[config.mk]
export PLATFORM = sky130hd
export DESIGN_NAME = uart_tx
export DESIGN_NICKNAME = d
export VERILOG_FILES = /design/src/source/dbus_pkg.sv /design/src/source/uart_tx.sv
export SDC_FILE = /design/constraint.sdc
export NUM_CORES = 1
export LEC_CHECK = 0
export ABC_AREA = 1
export BUFFER_PORTS_ARGS = -buffer_cell sky130_fd_sc_hd__buf_2
export CORE_UTILIZATION = 56
export CTS_BUF_LIST = sky130_fd_sc_hd__clkbuf_8
export DETAILED_ROUTE_END_ITERATION = 16
export PLACE_DENSITY = 0.83
export SYNTH_ARGS = -nofsm -noshare
export SYNTH_HDL_FRONTEND = slang
export SYNTH_SLANG_ARGS = --single-unit
[constraint.sdc]
create_clock -name clk_bus -period 3.15 [get_ports clk_bus]
set_input_delay 0.4725 -clock clk_bus [delete_from_list [all_inputs] [get_ports clk_bus]]
set_output_delay 0.4725 -clock clk_bus [all_outputs]
set_load 0.1 [all_outputs]
[src/source/dbus_pkg.sv]
`default_nettype none

package dbus_pkg;

    // ~~~~~~~~~~~~~~~~~~~~
    // Bus vector types
    // ~~~~~~~~~~~~~~~~~~~~

    typedef logic [31:0] word_t;       // Data word on the bus
    typedef logic [31:0] addr_t;       // Byte address
    typedef logic [3:0]  byte_en_t;    // Bit n enables byte lane n
    typedef logic [7:0]  uart_byte_t;  // One character on the line
    typedef logic [3:0]  region_t;     // Top address nibble

    // ~~~~~~~~~~~~~~~~~~~~
    // Address map
    // ~~~~~~~~~~~~~~~~~~~~

    localparam region_t REGION_RAM  = 4'h0;
    localparam region_t REGION_UART = 4'hb;

    // Byte offsets inside the UART region
    // Write pushes the low byte, read gives zero
    localparam logic [2:0] UART_REG_DATA   = 3'h0;

    // Read gives {busy, empty, full} in bits 2..0
    localparam logic [2:0] UART_REG_STATUS = 3'h4;

endpackage

`default_nettype wire

[src/source/uart_tx.sv]
`default_nettype none

module uart_tx #(
    parameter int CLKS_PER_BIT = 8
) (
    input  wire                        clk_bus,
    input  wire                        reset_i,
    input  wire                        fifo_empty_i,
    input  wire dbus_pkg::uart_byte_t  fifo_rdata_i,
    output logic                       fifo_pop_o,
    output logic                       busy_o,
    output logic                       txd_o
);
    import dbus_pkg::*;

    localparam int CNT_W = $clog2(CLKS_PER_BIT);

    typedef enum logic [1:0] {
        S_IDLE,
        S_START,
        S_DATA,
        S_STOP
    } tx_state_t;

    tx_state_t        state_q;
    logic [CNT_W-1:0] cnt_q;      // Clocks within the current bit
    logic [2:0]       bit_idx_q;
    uart_byte_t       shift_q;
    logic             bit_end;

    assign bit_end    = (cnt_q == CNT_W'(CLKS_PER_BIT - 1));
    assign fifo_pop_o = (state_q == S_IDLE) && !fifo_empty_i;
    assign busy_o     = (state_q != S_IDLE);

    always_ff @(posedge clk_bus) begin
        if (reset_i) begin
            state_q   <= S_IDLE;
            cnt_q     <= '0;
            bit_idx_q <= '0;
        end else begin
            cnt_q <= bit_end ? '0 : cnt_q + 1'b1;
            case (state_q)
                S_IDLE: begin
                    cnt_q <= '0;
                    if (fifo_pop_o) begin
                        shift_q <= fifo_rdata_i;
                        state_q <= S_START;
                    end
                end
                S_START: if (bit_end) begin
                    bit_idx_q <= '0;
                    state_q   <= S_DATA;
                end
                S_DATA: if (bit_end) begin
                    shift_q   <= shift_q >> 1;    // LSB first
                    bit_idx_q <= bit_idx_q + 1'b1;
                    if (bit_idx_q == 3'd7) begin
                        state_q <= S_STOP;
                    end
                end
                S_STOP: if (bit_end) begin
                    state_q <= S_IDLE;    // Look at the FIFO again
                end
                default: state_q <= S_IDLE;
            endcase
        end
    end

    always_comb begin
        case (state_q)
            S_START: txd_o = 1'b0;
            S_DATA:  txd_o = shift_q[0];
            default: txd_o = 1'b1;    // Idle and stop are mark
        endcase
    end

endmodule

`default_nettype wire

==> impl_metrics.json <==
{
  "gr-total-overflow": 0,
  "drt_iter0_markers": 18,
  "r2r-end": "shift_q[3]",
  "crit_required_ns": 2.68,
  "powerDensity_nw_per_um2": 880.7,
  "clock-sinks": 16,
  "cp-endpoint": "txd_o",
  "syn_area_um2": 815.8,
  "cp-end-kind": "primary output",
  "r2r_start": "state_q[0]",
  "min_path_type": "in -> reg",
  "drv_slew": 0,
  "ys_ff_latch": 16,
  "seq_area_frac_synth": 0.4908,
  "drc": 0,
  "syn_avg_cell_area_um2": 8.240,
  "antenna_found_initial": 0,
  "grt_pass1_vias": 522,
  "path_depth": 5,
  "dpl_cell_area_um2": 894.6,
  "outcome": "finished clean",
  "report.final.setup_viol": 0,
  "grt_pass1_wl_um": 2049,
  "wire_per_inst_um": 11.60,
  "cts_tree": "yes",
  "grt_max_degree": 16,
  "clk_latency_ns": 0.25,
  "grt_usage": 0.2012,
  "root_buffer": "clkbuf_8",
  "reg2reg_depth": 3,
  "vias_per_cell": 5.015,
  "cts_buffers": 3,
  "max-cap-violations": 0,
  "portBuffers": 13,
  "nNetsFinal": 137,
  "core_um2": 1334,
  "period_minus_slack_ns": 2.334,
  "crit_path_max_incr_delay_ns": 0.48,
  "crit_family": "buffers and inverters",
  "critical_path_buf_inv_count": 2,
  "yosysWarnings": 0,
  "power.leakage_nw": 0.4898,
  "nFillCells": 101,
  "cts_hold_buf": 0,
  "path_max_fanout": 15,
  "ctsLongestPathBuffers": 2,
  "area_delta_synth_final_pct": 15.18,
  "crit_slowest_cell": "ha_1",
  "fmax_mhz": 428.4,
  "start_util": 0.6116,
  "totalWireLength_um": 1508,
  "critPathArrivalTime_ns": 1.86,
  "post_cts.repair.setup_buffers": 0,
  "rows": 13,
  "fin_crit_sh": 0.7410,
  "drtPass1Iterations": 6,
  "finalSetupTns_ns": 0,
  "crit_start": "state_q[0]",
  "critical_path.startpoint_type": "register",
  "drtAntennaViolNets": 0,
  "hpwlAfterDp_um": 1157,
  "finClkSkew_ns": 0.004848,
  "regArea_um2": 400.4,
  "design_area_um2": 939.7,
  "layout-drive-gt1-share": 0.1391,
  "gp_congestion": 0.8380,
  "worst_slew_pin_slew_ns": 0.7495,
  "path_class": "reg -> out",
  "clk_transition_reported_paths_ns": 0.06,
  "layout_commonest_cell": "nand2_1",
  "synthCells": 99,
  "hold_viol": 0,
  "cts_resized": 0,
  "synth_cell_types": 11,
  "ios": 14,
  "slew_headroom": 0.5003,
  "die_w_um": 40.17,
  "final_cell_mix": "34 x nand2_1, 16 x inv_1, 13 x buf_2",
  "cts_max_level": 1,
  "peakVddDrop_mv": 0.5173,
  "rsz0062_at_grt": "false",
  "die_y_um": 40.17,
  "synth_nets": 120,
  "cp_cell_sequence": "inv_1, ha_1, nand2_1, o21ai_1, buf_2",
  "diodes": 0,
  "die-area_um2": 1613,
  "r2r_slack_ns": 1.21,
  "multiInputGateArea_um2": 354.1,
  "vias": 652,
  "worstHoldStart": "reset_i"
}
==> flip-flops by register name (all words and copies together), names as in the netlist <==
signal / count
bit_idx_q: 3
cnt_q: 3
shift_q: 8
state_q: 2
==> Yosys cell counts, drive strengths merged <==
cell / n / share of area
a21oi: 5 / 0.031
nor2: 11 / 0.051
edfxtp: 8 / 0.29
buf: 1 / 0.0061
nand2: 34 / 0.16
o21ai: 3 / 0.018
nand3: 4 / 0.025
dfxtp: 8 / 0.20
ha: 10 / 0.15
inv: 15 / 0.069
==> how the worst min path moves through the flow <==
stage	endpoint	slack [ns]	depth (start not counted)
final	bit_idx_q[2]	0.42	2
after global routing	bit_idx_q[2]	0.41	2
after floorplan	cnt_q[0]	0.40	1
after CTS	bit_idx_q[2]	0.42	2
after detailed placement	cnt_q[0]	0.41	1
after global placement	cnt_q[0]	0.41	1
==> routing by layer <==
layer	wire length, µm	global-route usage	vias to the layer above	share of wire
met5	0	0	-	0
met4	27	0.1034	0	0.018
met3	46	0.05000	4	0.031
met2	759	0.3548	13	0.50
met1	674	0.2195	293	0.45
li1	-	-	342	-
==> worst register-to-register path: stages (launching register included) <==
cell	delay, ns
dfxtp_1	0.39
inv_1	0.13
ha_1	0.39
a21oi_1	0.66
==> logic make-up after synthesis <==
kind of cell               after synthesis  synth area share
AOI/OAI and AO/OA                        8           0.04907
adders and majority gates               10            0.1534
buffers and inverters                   16           0.07514
DFF                                     16            0.4908
and+or+nand+nor                         49            0.2316
==> metrics by stage <==
stage	std cells	power (W)	hold WS (ns)	utilization	setup WS [ns]
2_1_floorplan	99	0.0006082	0.3992	-	0.2621
3_3_place_gp	126	0.0006618	0.4111	0.6707	1.180
3_5_place_dp	126	0.0006789	0.4139	0.6707	1.081
4_1_cts	130	0.0008311	0.4164	0.7045	0.8191
5_1_grt	130	0.0008800	0.4138	0.7045	0.6539
6_report	130	0.0008276	0.4209	0.7045	0.8158
==> cell type report <==
class / instances / area share
Inverter: 15 / 0.05992
Clock buffer: 3 / 0.04394
Tap cell: 15 / 0.01997
Sequential cell: 16 / 0.4261
Clock inverter: 1 / 0.003995
Multi-Input combinational cell: 67 / 0.3768
Timing Repair Buffer: 13 / 0.06924
==> where the power goes <==
group	total, W	internal, W	switching [W]	leakage (nW)
Combinational	0.000369	0.0000834	0.000285	0.323
Clock	0.000152	0.0000863	0.0000661	0.0269
Sequential	0.000306	0.000284	0.0000229	0.140
Power figures use the tool's default switching activity.
