--- src/source/dbus_pkg.sv ---
`default_nettype none

package dbus_pkg;

    // ~~~~~~~~~~~~~~~~~~~~
    // Bus vector types
    // ~~~~~~~~~~~~~~~~~~~~

    typedef logic [31:0] word_t;       // Data word on the bus
    typedef logic [31:0] addr_t;       // Byte address
    typedef logic [3:0]  byte_en_t;    // Bit n enables byte lane n
    typedef logic [7:0]  uart_byte_t;  // One character on the line
    typedef logic [3:0]  region_t;     // Top address nibble

    // ~~~~~~~~~~~~~~~~~~~~
    // Address map
    // ~~~~~~~~~~~~~~~~~~~~

    localparam region_t REGION_RAM  = 4'h0;
    localparam region_t REGION_UART = 4'hb;

    // Byte offsets inside the UART region
    // Write pushes the low byte, read gives zero
    localparam logic [2:0] UART_REG_DATA   = 3'h0;

    // Read gives {busy, empty, full} in bits 2..0
    localparam logic [2:0] UART_REG_STATUS = 3'h4;

endpackage

`default_nettype wire

--- src/source/uart_tx_fifo.sv ---
`default_nettype none

module uart_tx_fifo #(
    parameter int FIFO_DEPTH = 8
) (
    input  wire                        clk_bus,
    input  wire                        reset_i,
    input  wire                        push_i,
    input  wire dbus_pkg::uart_byte_t  wdata_i,
    input  wire                        pop_i,
    output dbus_pkg::uart_byte_t       rdata_o,
    output logic                       full_o,
    output logic                       empty_o
);
    import dbus_pkg::*;

    localparam int AW = $clog2(FIFO_DEPTH);

    uart_byte_t    mem [FIFO_DEPTH];
    logic [AW:0]   wr_ptr_q;    // Top bit is the wrap flag
    logic [AW:0]   rd_ptr_q;
    logic          do_push;
    logic          do_pop;

    assign empty_o = (wr_ptr_q == rd_ptr_q);
    assign full_o  = (wr_ptr_q[AW] != rd_ptr_q[AW]) &&
                     (wr_ptr_q[AW-1:0] == rd_ptr_q[AW-1:0]);

    assign do_push = push_i && !full_o;
    assign do_pop  = pop_i && !empty_o;

    // ~~~~~~~~~~~~~~~~~~~~
    // Pointers
    // ~~~~~~~~~~~~~~~~~~~~
    always_ff @(posedge clk_bus) begin
        if (reset_i) begin
            wr_ptr_q <= '0;
            rd_ptr_q <= '0;
        end else begin
            if (do_push) begin
                wr_ptr_q <= wr_ptr_q + 1'b1;
            end
            if (do_pop) begin
                rd_ptr_q <= rd_ptr_q + 1'b1;
            end
        end
    end

    always_ff @(posedge clk_bus) begin
        if (do_push) begin
            mem[wr_ptr_q[AW-1:0]] <= wdata_i;
        end
    end

    assign rdata_o = mem[rd_ptr_q[AW-1:0]];    // Oldest byte

endmodule

`default_nettype wire

--- config.mk ---
export PLATFORM = sky130hd
export DESIGN_NAME = uart_tx_fifo
export DESIGN_NICKNAME = d
export VERILOG_FILES = /design/src/source/dbus_pkg.sv /design/src/source/uart_tx_fifo.sv
export SDC_FILE = /design/constraint.sdc
export NUM_CORES = 1
export LEC_CHECK = 0
export BUFFER_PORTS_ARGS = -buffer_cell sky130_fd_sc_hd__buf_4
export CAP_MARGIN = 20
export CORE_AREA = 4 4 87 89
export CTS_BUF_LIST = sky130_fd_sc_hd__clkbuf_8
export DETAILED_ROUTE_END_ITERATION = 10
export DIE_AREA = 0 0 91 93
export GPL_ROUTABILITY_DRIVEN = 0
export PLACE_DENSITY = 0.66
export REMOVE_ABC_BUFFERS = 1
export SLEW_MARGIN = 20
export SYNTH_ARGS = -nofsm -noshare
export SYNTH_HDL_FRONTEND = slang
export SYNTH_SLANG_ARGS = --single-unit
--- constraint.sdc ---
create_clock -name clk_bus -period 2 [get_ports clk_bus]
set_input_delay 0.2 -clock clk_bus [delete_from_list [all_inputs] [get_ports clk_bus]]
set_output_delay 0.2 -clock clk_bus [all_outputs]
set_load 0.05 [all_outputs]
==> impl_metrics.toml, run 1 <==
[sta]
rsz0062_at_grt = "yes"
fin_crit_sh_pct = 102
worst_slack_ns = -0.0359
worstMarginPinSlew_ns = 0.766
clock.fmax_mhz = 491
finalMaxSlewViolations = 0
setup_viol = 8
fin_skew_ns = 0.00956
hold_viol = 0
relSlewSlack_pct = 48.7
min_period_ns = 2.04
holdWs_ns = 0.0860

[synthesis]
synth_common_cells = "64 x edfxtp_1, 16 x mux4_2, 12 x mux2_2"
yosys_warnings = 0
synthSimpleGateAreaFrac_pct = 7.19
synth_compound_area_share_pct = 2.13
synth_top_area_cell = "edfxtp_1"
synth_mux_area_share_pct = 18.0
syn_inst = 177
seq_area_frac_synth_pct = 67.7
yosysMostFrequentCell = "edfxtp_1"
syn_area_per_cell_sq_um = 17.9
synth-seq-cells = 75
synth_top_area_share_pct = 60.7
synth_top_family_by_area = "multiplexers"
synth_cell_type_count = 34
synth_area_leaders = "edfxtp_1 61%, mux4_2 11%, dfxtp_1 7.0%"
synth_edf_count = 64
syn-cell-area_sq_mm = 0.00317
synthAdderAreaFrac_pct = 0.791
synthArstFlopShare_pct = 0
synth_xor_area_share_pct = 2.21
synth_flop_cell = "edfxtp_1"

[clock_tree]
cts_buffer_depth = 2
insertion_delay_ns = 0.34
post_cts_buffers = 0
cts-root-buf = "clkbuf_8"
cts.sinks = 75
numCtsBuffers = 9
clkSlewWorstSetupHoldPaths_ns = 0.08
cts_tree = "done"
htree_levels = 3

[placement]
dpl_cell_area_sq_mm = 0.00355
port_buffers = 21
hpwl_microns = 3940

[detailed_routing]
wl_per_cell_microns = 19.4
totalWireLength_microns = 5890
num_vias = 1725
viasPerCell = 5.67
drc_errors = 0
ant_nets = 0
drtIter0Drc = 138
dr.pass1.iters = 4

[setup_path]
worstPathArrival_ns = 1.84
endpoint_kind = "primary output"
reg2reg_depth = 5
worstSetupStartpointType = "register"
ff2ff_setup_slack_ns = 0.14
path_class = "register to primary output"
path_max_fanout = 8
required_ns = 1.80

[status]
outcome = "complete, but fails checks"
violations = "negative setup slack"

[die]
core-area_sq_mm = 0.00676
die-area_sq_mm = 0.00846
initial_core_util_pct = 46.9
die_h_microns = 93
ios = 22
fp.dieW_microns = 91
rows = 30

[finish]
area_growth_pct = 22.8
n_antenna_cell = 0
design_area_sq_mm = 0.00389
fillers = 511
drive_gt1_share_pct = 42.9
final_nets = 233

[global_routing]
grtUsageTotal_pct = 15.0
grt_pass1_wl_microns = 9210
met1_usage_pct = 18.8
grt_max_degree = 20
top_usage_layer = "met2"
antenna_found_initial = 0
grt_overflow = 0
grt_use_met3_pct = 4.51
grtUsageMet2_pct = 24.1
grt_pass1_vias = 1728

[power_and_ir_drop]
power_density_mw_per_mm2 = 1010
ir_drop_v = 0.000438
p_leak_nw = 1.37
power.total_mw = 3.91

[worst_hold_path]
hold_path.class = "input pin to register"
holdPathStages = 1

[flow_run]
max_cap_viol_count = 0
-- worst max-delay path, cell delays in order (launching register included) --
cell and delay [ns]:
dfxtp_4 0.40, buf_12 0.15, mux4_2 0.50, mux2_4 0.29, buf_8 0.15
-- flip-flops by register name (all words and copies together) (netlist names), named ones only --
signal	count
mem	64
rd_ptr_q	4
wr_ptr_q	4
-- timing repair --
| item | in CTS | in global routing |
|---|---|---|
| setup endpoints to repair | 8 | 9 |
| cloned | 1 | 0 |
| gates resized for setup | 13 | 5 |
| hold buffers | 0 | 0 |
| pin swaps | 0 | 0 |
-- power breakdown --
part	internal, mW	switching (mW)	total [mW]
sequential	1.75	0.0270	1.77
clock	0.826	0.545	1.37
combinational	0.363	0.405	0.768
total	2.94	0.976	3.91
-- logic make-up (layout without fill, tap and decap cells) --
group | count (synthesis) | count (layout)
buffers and inverters | 12 | 59
adder cells (fa/ha/maj) | 2 | 2
flip-flops | 75 | 75
AO/OA/AOI/OAI | 7 | 7
XOR/XNOR | 8 | 8
multiplexers | 35 | 35
AND/OR/NAND/NOR | 38 | 38
-- routing by layer --
metal / wire length, microns / part of all wire (%)
met3: 212 / 3.6
met1: 2470 / 42
met5: 0 / 0
met4: 97 / 1.6
met2: 3110 / 53
-- worst paths after layout --
kind                                   from     endpoint
worst min register to register  rd_ptr_q[3]  rd_ptr_q[3]
worst min-delay path             wdata_i[4]    mem[7][4]
worst max register to register  wr_ptr_q[0]    mem[1][6]
worst max-delay path               register   rdata_o[3]
-- layout make-up --
cell class	count	area [sq um]	share of cell area (%)
sequential	75	2150	55.2
multi-input combinational	90	1010	25.9
timing repair buffer	43	393	10.1
clock buffer	9	124	3.19
clock inverter	7	116	2.99
tap	80	100	2.57
-- cells in the final DEF, fill, tap and decap left out, drive strengths merged --
| cell | instances |
|---|---|
| nor4 | 3 |
| a211o | 1 |
| o41a | 2 |
| nor2 | 6 |
| nand3b | 1 |
| ha | 2 |
| mux2i | 4 |
| nand2 | 4 |
| nand3 | 1 |
| mux2 | 15 |
| xnor2 | 4 |
| clkbuf | 9 |
| o311ai | 1 |
| dfxtp | 11 |
| a41oi | 2 |
| mux4 | 16 |
| buf | 43 |
| nor3 | 3 |
| clkinvlp | 1 |
| bufinv | 3 |
| or2 | 1 |
| clkinv | 3 |
| nand4 | 2 |
| nand2b | 5 |
| nor3b | 2 |
| a311o | 1 |
| nor4b | 3 |
| and4 | 1 |
| nor2b | 6 |
| xor2 | 4 |
| edfxtp | 64 |
-- stage by stage --
stage | TNS, ns | utilization (%) | worst slack [ns] | std cells
final | -0.156 | 57.5 | -0.0359 | 304
after global routing | -0.753 | 57.5 | -0.110 | 304
after CTS | -0.411 | 57.1 | -0.0642 | 304
after detailed placement | 0 | 52.5 | 0.159 | 287
after global placement | 0 | 52.5 | 0.238 | 287
after floorplan | -45.06 | - | -0.703 | 165
No activity file was read; power rests on OpenSTA's default activity.
==> inputs of run 2 (changes only) <==
==> constraint.sdc (replaced) <==
create_clock -name clk_bus -period 2 [get_ports clk_bus]
set_input_delay 0.5 -clock clk_bus [delete_from_list [all_inputs] [get_ports clk_bus]]
set_output_delay 0.5 -clock clk_bus [all_outputs]
set_load 0.05 [all_outputs]
==> run 2 against run 1 <==
Net effect: the run still ends with negative setup slack left; clock power fell by 12%; largest cell class unchanged; critical path type unchanged; largest power group unchanged; first-iteration DRC count fell by 72%; critical endpoint is now rdata_o[2]; sequential power barely moved.
==> impl_metrics.toml, run 2 (synthesized netlist as in run 1, its figures left out) <==
[detailed_routing]
viasPerCell = 5.51
num_vias = 1696
dr.pass1.iters = 5
drtIter0Drc = 38
wl_per_cell_microns = 19.8
drc_errors = 0
ant_nets = 0
totalWireLength_microns = 6100

[finish]
n_antenna_cell = 0
design_area_sq_mm = 0.00408
drive_gt1_share_pct = 48.7
layout_commonest_cell = "edfxtp_1"
final_cell_mix = "64 x edfxtp_1, 32 x buf_4, 16 x mux4_2"
final_cell_count_no_fill = 308
finish.utilization_pct = 60.4
area_growth_pct = 28.9
final_nets = 238
largest_reg_flops = 64

[sta]
rsz0062_at_grt = "yes"
fin_crit_sh_pct = 116
hold_viol = 0
tns_ns = -2.48
clock.fmax_mhz = 430
setup_viol = 9
worstMarginPinSlew_ns = 0.935
holdWs_ns = 0.391
relSlewSlack_pct = 37.4
finalMaxSlewViolations = 0
min_period_ns = 2.32
fin_skew_ns = 0.00773
worst_slack_ns = -0.325

[global_routing]
grtUsageTotal_pct = 15.9
antenna_found_initial = 0
grt_overflow = 0
grt_pass1_vias = 1857
grt_pass1_wl_microns = 9890
grt_max_degree = 20

[power_and_ir_drop]
p_leak_nw = 1.43
power_density_mw_per_mm2 = 953
pwr-share-seq_pct = 46.1
power.total_mw = 3.89
netSwitchingFraction_pct = 25.5
p_sw_mw = 0.990
ir_drop_v = 0.000432
p_int_mw = 2.90
power_frac_comb_pct = 22.9
clock_power_share_pct = 31.0

[clock_tree]
insertion_delay_ns = 0.34
cts-root-buf = "clkbuf_8"
cts_buffer_depth = 2
numCtsBuffers = 9
cts.sinks = 75
htree_levels = 3
cts_hold_buf = 0
cts_tree = "done"
clkSlewWorstSetupHoldPaths_ns = 0.07

[placement]
numPlacedInstances = 287
pre_cts_slack_ns = -0.0237
hpwl_microns = 3830
dpl_cell_area_sq_mm = 0.00356
port_buffers = 21

[die]
initial_core_util_pct = 46.9
rows = 30
die-area_sq_mm = 0.00846
ios = 22
fp.dieW_microns = 91
core-area_sq_mm = 0.00676
die_h_microns = 93

[status]
outcome = "complete, but fails checks"
violations = "negative setup slack"

[setup_path]
path_class = "register to primary output"
endpoint_kind = "primary output"
required_ns = 1.50
ff2ff_setup_slack_ns = 0.13
path_max_fanout = 6
worstPathArrival_ns = 1.82
worstSetupStartpointType = "register"

[worst_hold_path]
hold_path.class = "input pin to register"

[flow_run]
max_cap_viol_count = 0
run 2: cell count changes in the layout (fill, tap and decap cells not counted), moves of 3 or more:
cell and change:
dfxtp_2 +5, mux2_4 +6, mux2_2 -6, buf_8 +8, dfxtp_1 -7, buf_6 -3, xor2_1 -3
run 2: what timing repair did:
action,in CTS,in global routing
gates cloned,1,0
setup buffers,2,3
pin swaps,3,5
endpoints found under the setup margin,10,17
resized for setup,33,25
run 2: final timing paths:
path	end	start	cells past startpoint
setup reg to reg	mem[7][6]	wr_ptr_q[1]	4
hold / removal	mem[1][2]	wdata_i[2]	1
hold reg to reg	rd_ptr_q[3]	rd_ptr_q[3]	2
setup / recovery	rdata_o[2]	register	4
run 2: worst max-delay path: stages, from the launching register on:
cell,delay (ns)
dfxtp_4,0.40
buf_12,0.14
mux4_2,0.51
mux2_4,0.29
buf_8,0.15
run 2: final cells by class:
cell class                 instances  area, sq um
clock buffer                       9          124
clock inverter                     6         81.3
fill                             490         2680
multi-input combinational         90         1120
sequential                        75         2160
tap                               80          100
timing repair buffer              48          492
run 2: metal layers:
metal	vias to the layer above	part of all wire (%)	GRT usage (%)
li1	796	-	-
met1	848	40	19.0
met2	39	54	27.7
met3	13	3.9	3.14
met4	0	2.0	7.41
met5	-	0	0
run 2: power by group through the flow:
stage / clock network [mW] / registers, mW / logic (mW)
detailed placement: 0 / 1.81 / 0.693
global placement: 0 / 1.81 / 0.679
floorplan: 0 / 1.85 / 0.421
finish: 1.20 / 1.79 / 0.889
global route: 1.30 / 1.80 / 0.943
CTS: 1.22 / 1.79 / 0.817
