--- config.mk ---
export PLATFORM = sky130hd
export DESIGN_NAME = dbus_decoder
export DESIGN_NICKNAME = d
export VERILOG_FILES = /design/src/source/dbus_pkg.sv /design/src/source/dbus_decoder.sv
export SDC_FILE = /design/constraint.sdc
export NUM_CORES = 1
export LEC_CHECK = 0
export BUFFER_PORTS_ARGS = -buffer_cell sky130_fd_sc_hd__buf_2
export CAP_MARGIN = 25
export CORE_AREA = 2 2 106 108
export CTS_CLUSTER_DIAMETER = 120
export DETAILED_ROUTE_END_ITERATION = 6
export DIE_AREA = 0 0 108 110
export GPL_ROUTABILITY_DRIVEN = 0
export PLACE_DENSITY = 0.46
export RECOVER_POWER = 100
export SLEW_MARGIN = 20
export SYNTH_ARGS = -nofsm -noshare
export SYNTH_HDL_FRONTEND = slang
export SYNTH_SLANG_ARGS = --single-unit
--- constraint.sdc ---
create_clock -name clk_bus -period 1.77 [get_ports clk_bus]
set_input_delay 0.4425 -clock clk_bus [delete_from_list [all_inputs] [get_ports clk_bus]]
set_output_delay 0.4425 -clock clk_bus [all_outputs]
set_load 0.1 [all_outputs]
--- src/source/dbus_pkg.sv ---
`default_nettype none

package dbus_pkg;

    // ~~~~~~~~~~~~~~~~~~~~
    // Bus vector types
    // ~~~~~~~~~~~~~~~~~~~~

    typedef logic [31:0] word_t;       // Data word on the bus
    typedef logic [31:0] addr_t;       // Byte address
    typedef logic [3:0]  byte_en_t;    // Bit n enables byte lane n
    typedef logic [7:0]  uart_byte_t;  // One character on the line
    typedef logic [3:0]  region_t;     // Top address nibble

    // ~~~~~~~~~~~~~~~~~~~~
    // Address map
    // ~~~~~~~~~~~~~~~~~~~~

    localparam region_t REGION_RAM  = 4'h0;
    localparam region_t REGION_UART = 4'hb;

    // Byte offsets inside the UART region
    // Write pushes the low byte, read gives zero
    localparam logic [2:0] UART_REG_DATA   = 3'h0;

    // Read gives {busy, empty, full} in bits 2..0
    localparam logic [2:0] UART_REG_STATUS = 3'h4;

endpackage

`default_nettype wire

--- src/source/dbus_decoder.sv ---
`default_nettype none

module dbus_decoder (
    input  wire                    clk_bus,
    input  wire                    reset_i,
    // Master side
    input  wire dbus_pkg::addr_t   master_address_i,
    input  wire dbus_pkg::byte_en_t master_byteenable_i,
    input  wire                    master_read_i,
    input  wire                    master_write_i,
    input  wire dbus_pkg::word_t   master_wrdata_i,
    output dbus_pkg::word_t        master_rddata_o,
    output logic                   master_stall_o,
    // RAM side
    output dbus_pkg::addr_t        ram_address_o,
    output dbus_pkg::byte_en_t     ram_byteenable_o,
    output logic                   ram_read_o,
    output logic                   ram_write_o,
    output dbus_pkg::word_t        ram_wrdata_o,
    input  wire dbus_pkg::word_t   ram_rddata_i,
    // UART side
    output logic [2:0]             uart_offset_o,
    output logic                   uart_read_o,
    output logic                   uart_write_o,
    output dbus_pkg::word_t        uart_wrdata_o,
    input  wire dbus_pkg::word_t   uart_rddata_i,
    input  wire                    uart_stall_i
);
    import dbus_pkg::*;

    region_t region;
    logic    ram_sel;
    logic    uart_sel;
    logic    rd_wait_q;    // Set for the second cycle of a RAM read

    assign region   = master_address_i[31:28];
    assign ram_sel  = (region == REGION_RAM);
    assign uart_sel = (region == REGION_UART);

    assign ram_address_o    = master_address_i;
    assign ram_byteenable_o = master_byteenable_i;
    assign ram_wrdata_o     = master_wrdata_i;
    assign ram_read_o       = ram_sel && master_read_i;
    assign ram_write_o      = ram_sel && master_write_i;

    assign uart_offset_o = master_address_i[2:0];
    assign uart_wrdata_o = master_wrdata_i;
    assign uart_read_o   = uart_sel && master_read_i;
    assign uart_write_o  = uart_sel && master_write_i;

    // RAM read data is registered, so hold the master one cycle
    always_ff @(posedge clk_bus) begin
        if (reset_i) begin
            rd_wait_q <= 1'b0;
        end else begin
            rd_wait_q <= ram_read_o && !rd_wait_q;
        end
    end

    assign master_stall_o = (ram_read_o && !rd_wait_q) || (uart_sel && uart_stall_i);

    always_comb begin
        master_rddata_o = '0;    // Unmapped reads give zero
        if (ram_sel) begin
            master_rddata_o = ram_rddata_i;
        end else if (uart_sel) begin
            master_rddata_o = uart_rddata_i;
        end
    end

endmodule

`default_nettype wire

==> out/metrics.cfg, run 1 <==
[worst_setup_path]
crit_arrival_ns = 1.53
crit_buf_inv = 5
slowest_stage = nor4_4
startpoint = master_address_i[30]
path_delay_family = buffers and inverters
crit_top_cell = buf_12
critPathCaptureType = output pin
worstPathRequired_ns = 1.33
r2r-start = rd_wait_q
max_stage_delay_ns = 0.26
criticalPathCategory = in -> out
r2r_slack_ns = 1.13
start_kind = input pin
reg2reg_to = rd_wait_q
reg2regPathDepth = 1
critPathMaxFanout = 8
path_cells = buf_8 > nor4_4 > buf_6 > buf_12 > buf_12 > a22o_4 > buf_12

[synth]
syn_nets = 289
yosysTopAreaCell = buf_4
ys_seq_elements = 1
syn_avg_cell_area_sq_um = 8.166
syn_inst = 152
ys_seq_area_share_pct = 1.613
yosysUniqueCellTypes = 12
ys_warn_count = 0
syn_area_sq_mm = 0.001241
synth.top_cell.area_share_pct = 62.30
synth_area_leaders = buf_4 (62%), a22o_2 (19%), a22o_1 (5.6%), buf_6 (2.7%), and2_1 (2.0%)

[grt]
grt_max_degree = 28
overflow = 0
antenna_found_initial = 0
grt_usage_pct = 6.827
grt_pass1_vias = 1147
grt_pass1_wl_um = 6361

[finish]
finalInstanceArea_sq_mm = 0.002166
layout_top_registers = rd_wait_q: 1 flops
seqCellArea_sq_um = 20.02
n_antenna_cell = 0
fillers = 1166
regMostFlops = rd_wait_q
syn_to_final_growth_pct = 74.50
post-route-util_pct = 20.25
multi_input_area_sq_um = 631.9
largest_register_ffs = 1
drive_gt1_share_pct = 98.83
layout_commonest_cell = buf_2
finalNetCount = 310
layout_common_cells = buf_2 (71), buf_12 (41), a22o_4 (28)

[route]
drt-pass1-iter-count = 4
num_vias = 1071
vias_per_cell = 3.444
ant_nets = 0
wl_um = 4582
drc = 0
drtIter0Drc = 32
routedWlPerCell_um = 14.73

[die]
initial_utilization_pct = 11.60
pin_count = 277
die_area_sq_mm = 0.01188
rows = 38
fp.dieW_um = 108
core_sq_mm = 0.01070
die_h_um = 110

[cts]
worstSkewPairLatency_ns = 0
clk_pin_slew_ns = 0

[flow_run]
maxCapViolCount = 0

[power]
finalPower_mw = 0.5769
p_per_area_mw_per_mm2 = 266.4
leakage_nw = 1.040
ir_drop_mv = 0.09428

[place]
place_area_sq_mm = 0.002107
dpl.hpwl_um = 3890
portBuffers = 113

[sta]
skew_ns = 0
slew_headroom_pct = 63.90
finalCriticalPeriod_ns = 1.975
hold_viol = 0
setup_viol = 37
fmax_ghz = 0.5064
period_share_pct = 111.6
worst_slack_ns = -0.2048
rsz0062_at_grt = true
tightest_slew_ns = 0.5438
finalMaxSlewViolations = 0

[min_path]
min_path_cells = 1
holdPathEnd = rd_wait_q
hp-class = reg -> reg
hp-start = rd_wait_q

[outcome]
outcome = finished, violations left
violations = negative setup slack

-- cells in the mapped netlist (all sizes together) --
cell type,n
buf,110
a22o,32
and2,4
a32o,1
and4b,1
and4bb,1
dfxtp,1
inv,1
nor4,1
-- power by group --
| group | total [mW] | switching, mW | internal, mW |
|---|---|---|---|
| sequential | 0.0233 | 0.0000920 | 0.0232 |
| clock | 0 | 0 | 0 |
| combinational | 0.554 | 0.328 | 0.225 |
-- final cells by class --
class | count | area share (%)
inverter | 1 | 0.1733
tap | 140 | 8.088
multi-input combinational | 40 | 29.17
timing repair buffer | 129 | 61.64
sequential | 1 | 0.9243
-- kinds of logic (layout without fill, tap and decap cells) --
logic type	Yosys count	in the layout	synth area share, %
buffers and inverters	111	130	66.93
AO/OA/AOI/OAI	33	33	25.81
AND/OR/NAND/NOR	7	7	5.645
flip-flops	1	1	1.613
-- what timing repair did --
| action | CTS | global route |
|---|---|---|
| hold buffers | 0 | 0 |
| setup endpoints to repair | 37 | 37 |
| resized for setup | 7 | 1 |
| gates cloned | 1 | 1 |
| pin swaps | 4 | 5 |
| buffers inserted | 4 | 2 |
-- routing by layer --
layer	GRT usage [%]	wire length [um]	part of all wire, %	vias to the layer above
li1	-	-	-	459
met1	6.685	1382	30	472
met2	13.12	2430	53	111
met3	2.410	599	13	29
met4	2.656	170	3.7	0
met5	0	0	0	-
-- per-stage QoR --
step           hold WS [ns]  TNS (ns)  setup slack [ns]  instances
3_5_place_dp         0.5824    -7.618           -0.2702        305
5_1_grt              0.6029    -8.332           -0.2744        311
3_3_place_gp         0.5731    -7.133           -0.2334        305
6_report             0.5816    -5.762           -0.2048        311
4_1_cts              0.5824    -6.689           -0.2331        310
2_1_floorplan        0.5592    -5.079           -0.1707        152
-- worst max-delay path by stage --
stage / end / depth (start not counted)
global route: master_rddata_o[25] / 7
global placement: master_rddata_o[28] / 6
finish: master_rddata_o[25] / 7
CTS: master_rddata_o[25] / 7
detailed placement: master_rddata_o[25] / 6
floorplan: master_rddata_o[0] / 2
(Power assumes the default switching activity.)
==> inputs of run 2 (changes only) <==
- BUFFER_PORTS_ARGS: -buffer_cell sky130_fd_sc_hd__buf_2 -> -buffer_cell sky130_fd_sc_hd__buf_4
==> out/metrics.cfg, run 2 (same netlist as run 1, synthesis figures left out) <==
[route]
vias_per_cell = 3.480  ; +1.0%
drtIter0Drc = 15  ; -53%
routedWlPerCell_um = 16.02  ; +8.7%
num_vias = 1117  ; +4.3%
drt-pass1-iter-count = 3  ; -1
ant_nets = 0  ; unchanged
drc = 0  ; unchanged
wl_um = 5141  ; +12%

[worst_setup_path]
setup.worst_path.end = master_rddata_o[23]
criticalPathCategory = in -> out
r2r_slack_ns = 1.14  ; about the same
startpoint = master_address_i[29]
reg2reg_to = rd_wait_q
critPathMaxFanout = 8  ; unchanged
reg2regPathDepth = 1  ; unchanged
r2r-start = rd_wait_q
crit_arrival_ns = 1.55  ; +0.02 ns
critPathCaptureType = output pin
start_kind = input pin
worstPathRequired_ns = 1.33  ; about the same

[finish]
layout_top_registers = rd_wait_q: 1 flops
syn_to_final_growth_pct = 102.7
layout_commonest_cell = buf_4
n_antenna_cell = 0  ; unchanged
post-route-util_pct = 23.52  ; +3.3 points
finalNetCount = 320  ; +3.2%
largest_register_ffs = 1  ; unchanged
fillers = 1140  ; -2.2%
regMostFlops = rd_wait_q
layout_common_cells = buf_4 (80), buf_12 (42), a22o_4 (30)
drive_gt1_share_pct = 98.90  ; about the same

[grt]
busiest_layer = met2
met2_usage_pct = 14.87  ; +1.8 points
grt_usage_pct = 7.941  ; +1.1 points
grt_max_degree = 9  ; -68%
gr-usage-met1_pct = 8.797  ; +2.1 points
antenna_found_initial = 0  ; unchanged
grt_pass1_wl_um = 7079  ; +11%
grt_util_met3_pct = 1.881  ; -0.53 points
grt_pass1_vias = 1184  ; +3.2%
overflow = 0  ; unchanged

[sta]
finalCriticalPeriod_ns = 1.997  ; +0.02187 ns
worst_slack_ns = -0.2267  ; -0.02187 ns
setup_viol = 37  ; unchanged
skew_ns = 0  ; unchanged
tightest_slew_ns = 0.5485  ; +0.004776 ns
hold_viol = 0  ; unchanged
fin_setup_tns_ns = -6.882  ; -1.120 ns
fmax_ghz = 0.5008  ; -1.1%
period_share_pct = 112.8  ; +1.2 points
slew_headroom_pct = 63.59  ; -0.32 points
rsz0062_at_grt = true
finalMaxSlewViolations = 0  ; unchanged

[flow_run]
maxCapViolCount = 0  ; unchanged

[die]
core_sq_mm = 0.01070  ; unchanged
die_area_sq_mm = 0.01188  ; unchanged
pin_count = 277  ; unchanged
fp.dieW_um = 108  ; unchanged
initial_utilization_pct = 11.60  ; unchanged
die_h_um = 110  ; unchanged
rows = 38  ; unchanged

[outcome]
outcome = finished, violations left
violations = negative setup slack

[place]
dpl.hpwl_um = 3659  ; -5.9%
portBuffers = 113  ; unchanged

[min_path]
min_path_cells = 1  ; unchanged
hp-class = reg -> reg

[power]
p_per_area_mw_per_mm2 = 257.9  ; -3.2%
leakage_nw = 1.186  ; +14%
ir_drop_mv = 0.09947  ; +5.5%

[cts]
worstSkewPairLatency_ns = 0  ; unchanged
clk_pin_slew_ns = 0  ; unchanged

==> run 2: layout make-up <==
| class | instances | area, sq um | area share [%] |
|---|---|---|---|
| multi-input combinational | 40 | 649.4 | 25.81 |
| inverter | 1 | 3.754 | 0.1492 |
| sequential | 1 | 20.02 | 0.7956 |
| tap | 140 | 175.2 | 6.962 |
| timing repair buffer | 139 | 1668 | 66.29 |
==> run 2: power breakdown <==
part	total [mW]	leakage [nW]	switching [mW]	internal (mW)
clock network	0	0	0	0
registers	0.0233	0.00807	0.0000799	0.0232
logic	0.626	1.18	0.336	0.290
total	0.649	1.19	0.336	0.313
==> run 2: how the worst min path moves through the flow <==
stage	from	endpoint	slack, ns
2_1_floorplan	rd_wait_q	rd_wait_q	0.56
5_1_grt	rd_wait_q	rd_wait_q	0.59
4_1_cts	rd_wait_q	rd_wait_q	0.58
6_report	rd_wait_q	rd_wait_q	0.57
3_5_place_dp	rd_wait_q	rd_wait_q	0.58
3_3_place_gp	rd_wait_q	rd_wait_q	0.58
==> run 2: critical path: stages <==
cell and delay [ns]:
buf_8 0.10, nor4_4 0.27, buf_6 0.16, buf_12 0.14
buf_12 0.13, a22o_4 0.14, buf_12 0.16
==> run 2: per-stage QoR <==
stage	area [sq um]	worst slack [ns]	power, mW	cells	hold slack (ns)
final	2516	-0.2267	0.6490	321	0.5706
after global routing	2516	-0.2827	0.6720	321	0.5863
after CTS	2517	-0.2388	0.6571	317	0.5758
after detailed placement	1804	-0.3566	0.5330	305	0.5758
after global placement	1804	-0.3386	0.5287	305	0.5773
after floorplan	1491	-0.1707	1.384	152	0.5592
==> run 2: what timing repair did <==
item | CTS | global route
hold buffers | 0 | 0
pin swaps | 8 | 3
resized for setup | 129 | 2
cloned | 4 | 0
setup buffers | 8 | 5
setup endpoints to repair | 37 | 37
==> run 2: metal layers <==
metal | up-vias | share of wire, % | routed length, um
met1 | 495 | 34 | 1745
met5 | - | 0 | 0
met4 | 0 | 3.3 | 170
met2 | 111 | 52 | 2693
li1 | 482 | - | -
met3 | 29 | 10 | 532
