### src/source/dbus_pkg.sv
`default_nettype none

package dbus_pkg;

    // ~~~~~~~~~~~~~~~~~~~~
    // Bus vector types
    // ~~~~~~~~~~~~~~~~~~~~

    typedef logic [31:0] word_t;       // Data word on the bus
    typedef logic [31:0] addr_t;       // Byte address
    typedef logic [3:0]  byte_en_t;    // Bit n enables byte lane n
    typedef logic [7:0]  uart_byte_t;  // One character on the line
    typedef logic [3:0]  region_t;     // Top address nibble

    // ~~~~~~~~~~~~~~~~~~~~
    // Address map
    // ~~~~~~~~~~~~~~~~~~~~

    localparam region_t REGION_RAM  = 4'h0;
    localparam region_t REGION_UART = 4'hb;

    // Byte offsets inside the UART region
    // Write pushes the low byte, read gives zero
    localparam logic [2:0] UART_REG_DATA   = 3'h0;

    // Read gives {busy, empty, full} in bits 2..0
    localparam logic [2:0] UART_REG_STATUS = 3'h4;

endpackage

`default_nettype wire

### src/source/uart_regs.sv
`default_nettype none

module uart_regs (
    input  wire                   clk_bus,
    input  wire                   reset_i,
    // Bus side
    input  wire [2:0]             bus_offset_i,
    input  wire                   bus_read_i,
    input  wire                   bus_write_i,
    input  wire dbus_pkg::word_t  bus_wrdata_i,
    output dbus_pkg::word_t       bus_rddata_o,
    output logic                  bus_stall_o,
    // FIFO and serializer side
    input  wire                   fifo_full_i,
    input  wire                   fifo_empty_i,
    input  wire                   tx_busy_i,
    output logic                  fifo_push_o,
    output dbus_pkg::uart_byte_t  fifo_wdata_o
);
    import dbus_pkg::*;

    logic       data_wr;
    logic       wait_q;    // Previous cycle was a stalled data write
    uart_byte_t hold_q;

    assign data_wr = bus_write_i && (bus_offset_i == UART_REG_DATA);

    // Push when there is room, otherwise hold the master
    assign fifo_push_o = data_wr && !fifo_full_i;
    assign bus_stall_o = data_wr && fifo_full_i;

    // ~~~~~~~~~~~~~~~~~~~~
    // Stalled write byte
    // ~~~~~~~~~~~~~~~~~~~~
    always_ff @(posedge clk_bus) begin
        if (reset_i) begin
            wait_q <= 1'b0;
        end else begin
            wait_q <= bus_stall_o;
        end
    end

    // Byte taken in the first cycle of the write
    always_ff @(posedge clk_bus) begin
        if (data_wr && !wait_q) begin
            hold_q <= bus_wrdata_i[7:0];
        end
    end

    assign fifo_wdata_o = wait_q ? hold_q : bus_wrdata_i[7:0];

    // Status word, data offset reads as zero
    always_comb begin
        bus_rddata_o = '0;
        if (bus_read_i && (bus_offset_i == UART_REG_STATUS)) begin
            bus_rddata_o[2:0] = {tx_busy_i, fifo_empty_i, fifo_full_i};
        end
    end

endmodule

`default_nettype wire

### config.mk
export PLATFORM = sky130hd
export DESIGN_NAME = uart_regs
export DESIGN_NICKNAME = d
export VERILOG_FILES = /design/src/source/dbus_pkg.sv /design/src/source/uart_regs.sv
export SDC_FILE = /design/constraint.sdc
export NUM_CORES = 1
export LEC_CHECK = 0
export BUFFER_PORTS_ARGS = -buffer_cell sky130_fd_sc_hd__buf_2
export CORE_MARGIN = 2
export CORE_UTILIZATION = 31
export DETAILED_ROUTE_END_ITERATION = 7
export PLACE_DENSITY_LB_ADDON = 0.15
export SYNTH_ARGS = -nofsm -noshare
export SYNTH_HDL_FRONTEND = slang
export SYNTH_SLANG_ARGS = --single-unit
### constraint.sdc
create_clock -name clk_bus -period 1.7 [get_ports clk_bus]
set_input_delay 0.085 -clock clk_bus [delete_from_list [all_inputs] [get_ports clk_bus]]
set_output_delay 0.085 -clock clk_bus [all_outputs]
set_load 0.05 [all_outputs]
==> flow_summary_export.csv, run 1 <==
group,metric,value,unit
run_status,outcome,"complete, no violations",
finish,proportion_of_layout_cells_with_a_drive_suffix_above_1,46.74,%
global_route,grt_overflow,0,
place,dp_hpwl,825.2,µm
setup_path,end_kind,"output pin",
routing,firstDrtPassIters,2,
setup_path,critPathRequiredTime,1.62,ns
clock_network,cts-htree-levels,1,
global_route,largest_net_degree_at_the_start_of_global_routing,10,
setup_path,worst_setup_path_endpoint,"fifo_wdata_o[3]",
finish,nNetsFinal,135,
yosys,post-synth-top-count-cell,"buf_4",
power_and_ir_drop,power.combinational.fraction,37.4,%
timing,timing.clock.skew,0.001523,ns
timing,fin_crit,1.486,ns
clock_network,cts_root_buf,"clkbuf_4",
global_route,gr-usage-met1,8.507,%
global_route,grt.met3_usage,4.242,%
global_route,grt_util_all_layers,7.913,%
power_and_ir_drop,power.share.switching,42.40,%
min_path,min-delay-path-class,"in -> reg",
clock_network,cts.repair.resized,0,
yosys,synth_top_flop_cell,"edfxtp_1",
finish,nFillCells,236,
routing,avgRoutedWirePerCell,8.412,µm
clock_network,cts_tree,"yes",
yosys,yosys_synthesis_warning_count,0,
timing,setup_viol_count_final,0,
setup_path,startpoint_type,"flop",
setup_path,timing.critical_path.buf_inv,1,
setup_path,cpLargestDelayFamily,"flip-flops",
yosys,syn_area_per_cell,11.03,µm²
clock_network,post-cts-setup-buffer-count,0,
yosys,netlist.area_leader.share,36.92,%
clock_network,clk_transition_reported_paths,0.06,ns
place,buffer_ports.inserted,30,
routing,total_drc_errors_in_the_routed_layout,0,
timing,maxSlewViolCount,0,
yosys,synth_commonest_cells,"buf_4, edfxtp_1, mux2_2",
setup_path,r2r-start,"wait_q",
floorplanning,die_x,49.81,µm
timing,setup_tns,0,ns
floorplanning,die_h,49.81,µm
yosys,synth_area,650.6,µm²
routing,detail_route.vias_per_cell,3.664,
floorplanning,die-area,2481,µm²
power_and_ir_drop,power.net_switching,0.0002715,W
floorplanning,io-pin-count,84,
setup_path,data_arrival_time_at_the_worst_slack_endpoint,1.40,ns
yosys,seq_area_frac_synth,40.00,%
floorplanning,core-area,1962,µm²
place,post-place-cells,115,
global_route,grt_antenna_before_repair,0,
power_and_ir_drop,cell_internal_pwr,0.0003688,W
clock_network,postCtsHoldBufs,0,
setup_path,path_class,"reg -> out",
job,timing.max_cap.violations,0,
yosys,synth.lib_cells_used.distinct,12,
setup_path,r2r_setup_slack,0.63,ns
yosys,largest_area_contributor_in_the_synthesized_netlist,"edfxtp_1",
routing,detailroute.via_count,436,
power_and_ir_drop,share_clk_of_total_power,24.1,%
setup_path,critPathMaxStageDelay,0.56,ns
yosys,number_of_enable_flip_flop_cells_after_synthesis,8,
yosys,synthTopCellsByArea,"edfxtp_1, buf_4, mux2_2",
power_and_ir_drop,power.share.sequential,38.5,%
finish,instances_no_fill,119,
yosys,postSynthCellCount,59,
routing,antenna_left,0,
place,gp_congestion,0.5671,
floorplanning,core.rowCount,16,
min_path,min_delay_path_depth,1,
setup_path,worst-path-stages,2,
finish,area_of_the_multi_input_gates,269.0,µm²
clock_network,cts_made_buffers,3,
power_and_ir_drop,power.density_cell_area,853.0,nW/µm²
routing,routed_wl,1.001,mm
setup_path,r2r_cells,2,
setup_path,crit_slowest_cell,"dfxtp_1",
power_and_ir_drop,irDropWorstVdd,0.2287,mV
power_and_ir_drop,power.static_leakage,0.3820,nW
setup_path,path_max_fanout,9,
setup_path,worst_path_cell_trace,"mux2_2 > buf_2",
setup_path,destination_of_the_worst_register_to_register_timing_path,"hold_q[2]",
clock_network,cts.path.max_buffers,2,
yosys,synth.ff_latch_count,9,
timing,finalHoldViolations,0,
timing,post-route-period-util,87.43,%
clock_network,clk-insertion-delay-late,0.25,ns
global_route,gr-usage-met2,13.11,%
floorplanning,initial_core_util,33.16,%
timing,hold_ws,0.02521,ns
global_route,grt_first_pass_wirelength,1.442,mm
setup_path,cp-startpoint,"wait_q",
routing,dr.first_iter.drc_count,1,
global_route,first_global_vias,344,
finish,ff_latch_area,260.3,µm²
yosys,ffs_w_async_s_r_synth,0,%
finish,antennaDiodeCount,0,
clock_network,tritoncts_num_sinks,9,
timing,achievable-frequency,672.8,MHz
timing,grt_setup_unrepaired,"false",
global_route,grt_busiest_layer,"met2",
finish,areaGrowthSynthToFinish,15.38,%
## layer usage
| layer | wire length (µm) | share of wire [%] | up-vias |
|---|---|---|---|
| met5 | 0 | 0 | - |
| met4 | 0 | 0 | 0 |
| li1 | - | - | 212 |
| met3 | 168 | 17 | 0 |
| met1 | 349 | 35 | 189 |
| met2 | 484 | 48 | 35 |
## cell usage in the layout (no fill, tap or decap)
| cell | n |
|---|---|
| nor2_1 | 4 |
| clkbuf_4 | 3 |
| or4b_4 | 1 |
| conb_1 | 29 |
| clkbuf_1 | 1 |
| buf_2 | 30 |
| inv_1 | 1 |
| nor3_1 | 1 |
| mux2_2 | 8 |
| or4b_1 | 1 |
| buf_4 | 1 |
| edfxtp_1 | 8 |
| dfxtp_1 | 1 |
| and4_1 | 3 |
## worst reg2reg max path: cells and delay by family, from the launching register on
| kind | cells | cell delay, ns |
|---|---|---|
| DFF | 1 | 0.56 |
| buffers and inverters | 1 | 0.18 |
| and+or+nand+nor | 1 | 0.09 |
## cell families after synthesis
group / Yosys count / share of synthesized area (%)
buffers and inverters: 31 / 34.81
other: 1 / 0.5764
and+or+nand+nor: 10 / 10.77
muxes: 8 / 13.85
DFF: 9 / 40.00
## final cells by class
class                           instances  area share, %
Multi-Input combinational cell         47          35.83
Sequential cell                         9          34.67
Timing Repair Buffer                   31          21.00
Tap cell                               27          4.500
Clock buffer                            4          3.500
Inverter                                1         0.5000
## sequential cells by signal, summed over array words and instances (netlist names)
register	cells
hold_q	8
wait_q	1
## power groups by stage
stage               Sequential, W  Clock [W]  Combinational, W
floorplan                0.000250          0          0.000255
global placement         0.000251          0          0.000238
detailed placement       0.000251          0          0.000239
CTS                      0.000246   0.000164          0.000239
global route             0.000247   0.000180          0.000249
finish                   0.000247   0.000155          0.000239
## how the worst min path moves through the flow
stage                               start        end  slack, ns
after detailed placement  bus_wrdata_i[6]  hold_q[6]       0.28
after global routing      bus_wrdata_i[1]  hold_q[1]       0.01
after global placement    bus_wrdata_i[3]  hold_q[3]       0.28
after floorplan           bus_offset_i[2]     wait_q       0.16
after CTS                 bus_wrdata_i[2]  hold_q[2]       0.02
final                     bus_wrdata_i[3]  hold_q[3]       0.03
## stage by stage
step | util [%] | power [W] | cell area, µm² | setup slack [ns]
6_report | 38.27 | 0.0006403 | 750.7 | 0.2137
5_1_grt | 38.27 | 0.0006758 | 750.7 | 0.1478
4_1_cts | 38.27 | 0.0006498 | 750.7 | 0.1865
3_5_place_dp | 36.93 | 0.0004898 | 724.4 | 0.3704
3_3_place_gp | 36.93 | 0.0004895 | 724.4 | 0.3648
2_1_floorplan | - | 0.0005056 | 755.7 | 0.3260
Note: power is estimated with default switching activity, not from simulation.
==> inputs of run 2 (changes only) <==
--- a/config.mk
+++ b/config.mk
@@ -5,6 +5,7 @@
 export SDC_FILE = /design/constraint.sdc
 export NUM_CORES = 1
 export LEC_CHECK = 0
+export ABC_AREA = 1
 export BUFFER_PORTS_ARGS = -buffer_cell sky130_fd_sc_hd__buf_2
 export CORE_MARGIN = 2
 export CORE_UTILIZATION = 31
==> flow_summary_export.csv, run 2 <==
group,metric,value,unit
place,dp_hpwl,826.7,µm
yosys,ffs_w_async_s_r_synth,0,%
global_route,grt_antenna_before_repair,0,
yosys,post-synth-top-count-cell,"buf_4",
clock_network,clk-insertion-delay-late,0.25,ns
routing,detail_route.vias_per_cell,3.447,
clock_network,cts_tree,"yes",
power_and_ir_drop,irDropWorstVdd,0.2954,mV
yosys,synth_commonest_cells,"buf_4, inv_1, nand2_1",
floorplanning,io-pin-count,84,
setup_path,path_class,"reg -> out",
timing,setup_tns,0,ns
power_and_ir_drop,power.density_cell_area,847.0,nW/µm²
run_status,outcome,"complete, no violations",
floorplanning,die_h,49.99,µm
timing,fin_crit,1.263,ns
floorplanning,die-area,2499,µm²
yosys,netlist.area_leader.share,36.64,%
place,post_dp_cell_area,723.2,µm²
global_route,grt_overflow,0,
timing,finalHoldViolations,0,
routing,dr.first_iter.drc_count,9,
finish,max_reg_flops,8,
timing,achievable-frequency,791.6,MHz
routing,avgRoutedWirePerCell,6.943,µm
yosys,synth_top_flop_cell,"edfxtp_1",
job,timing.max_cap.violations,0,
finish,antennaDiodeCount,0,
finish,reg.largest.list,"hold_q: 8 flops, wait_q: 1 flops",
clock_network,postCtsHoldBufs,1,
yosys,synth_area,655.6,µm²
timing,timing.clock.skew,0.004551,ns
setup_path,end_kind,"output pin",
clock_network,cts_made_buffers,3,
routing,total_drc_errors_in_the_routed_layout,0,
clock_network,clk_transition_reported_paths,0.06,ns
finish,final_cell_area,759.5,µm²
setup_path,critPathRequiredTime,1.62,ns
timing,maxSlewViolCount,0,
timing,worst-slew-pin-transition,0.6358,ns
setup_path,data_arrival_time_at_the_worst_slack_endpoint,1.18,ns
floorplanning,initial_core_util,33.08,%
yosys,seq_area_frac_synth,39.69,%
timing,relSlewSlack,57.46,%
clock_network,cts.path.max_buffers,2,
clock_network,cts_root_buf,"clkbuf_4",
setup_path,startpoint_type,"flop",
finish,nNetsFinal,157,
global_route,grt_util_all_layers,8.010,%
min_path,min-delay-path-class,"in -> reg",
finish,mostFrequentLayoutCell,"buf_2",
clock_network,post-cts-setup-buffer-count,0,
finish,final_cell_mix,"buf_2, conb_1, inv_1",
routing,antenna_left,0,
yosys,synth.lib_cells_used.distinct,10,
timing,postLayoutSetupSlackWorst,0.4367,ns
finish,nFillCells,221,
floorplanning,core.rowCount,16,
routing,routed_wl,979,µm
yosys,yosys_synthesis_warning_count,0,
floorplanning,die_x,49.99,µm
finish,finish.utilization,38.32,%
finish,proportion_of_layout_cells_with_a_drive_suffix_above_1,29.82,%
timing,setup_viol_count_final,0,
setup_path,r2r_cells,1,
timing,post-route-period-util,74.31,%
clock_network,cts.repair.resized,0,
place,buffer_ports.inserted,30,
yosys,syn_area_per_cell,8.195,µm²
clock_network,tritoncts_num_sinks,9,
setup_path,path_max_fanout,16,
yosys,number_of_enable_flip_flop_cells_after_synthesis,8,
finish,registers.top_by_ff_count,"hold_q",
routing,firstDrtPassIters,2,
place,gp_congestion,0.6164,
timing,grt_setup_unrepaired,"false",
yosys,postSynthCellCount,80,
floorplanning,core-area,1982,µm²
power_and_ir_drop,power.static_leakage,0.4335,nW
finish,areaGrowthSynthToFinish,15.84,%
global_route,largest_net_degree_at_the_start_of_global_routing,17,
global_route,first_global_vias,387,
yosys,synth.ff_latch_count,9,
yosys,synthTopCellsByArea,"edfxtp_1, buf_4, inv_1",
min_path,min_delay_path_depth,1,
yosys,largest_area_contributor_in_the_synthesized_netlist,"edfxtp_1",
routing,detailroute.via_count,486,
place,pre_cts_ws,0.3653,ns
clock_network,cts-htree-levels,1,
global_route,grt_first_pass_wirelength,1.469,mm
timing,hold_ws,0.01818,ns
-- run 2: changes by cell type in the layout (fill, tap and decap cells not counted), sizes merged, moves of 3 or more --
cell,delta
inv,+12
nand2,+9
mux2,-8
o21ai,+8
nor2,+4
and4,-3
-- run 2: cells by family (layout without fill, tap and decap cells) --
family / Yosys count / in the layout / share of synthesized area, %
compound gates: 8 / 8 / 6.107
buf+inv: 43 / 49 / 42.37
flops: 9 / 9 / 39.69
other cells: 1 / 29 / 0.5720
simple gates: 19 / 19 / 11.26
-- run 2: cell type report --
cell class | count | area [µm²] | share of cell area, %
inverters | 13 | 48.80 | 6.425
flip-flops and latches | 9 | 260.3 | 34.27
repair buffers | 32 | 167.7 | 22.08
well taps | 27 | 33.78 | 4.448
multi-input cells | 56 | 222.7 | 29.32
clock buffers | 4 | 26.28 | 3.460
-- run 2: worst paths after layout --
kind,from,end,slack (ns)
worst min-delay path,bus_wrdata_i[7],hold_q[7],0.02
worst min register to register,wait_q,hold_q[0],0.68
worst max-delay path,wait_q,fifo_wdata_o[7],0.44
worst max register to register,wait_q,hold_q[2],0.52
-- run 2: per-layer routing --
layer / vias to the layer above / part of all wire [%] / global-route usage (%)
met5: - / 0 / 0
met4: 0 / 0 / 4.167
met3: 0 / 16 / 4.848
met2: 38 / 46 / 12.94
met1: 192 / 38 / 7.940
li1: 256 / - / -
-- run 2: report_power, final --
part	internal, W	total, W	switching, W
logic	0.0000299	0.000239	0.000209
registers	0.000245	0.000246	0.000000888
clock network	0.0000900	0.000159	0.0000685
-- run 2: stage by stage --
step	total power, W	instances
global placement	0.0004868	136
CTS	0.0006493	141
global route	0.0006716	141
finish	0.0006432	141
detailed placement	0.0004877	136
floorplan	0.0005043	108
-- run 2: critical path, cell delays in order (launching register included) --
cell and delay [ns]:
dfxtp_1 0.31, buf_4 0.18, o21ai_0 0.16, buf_2 0.28
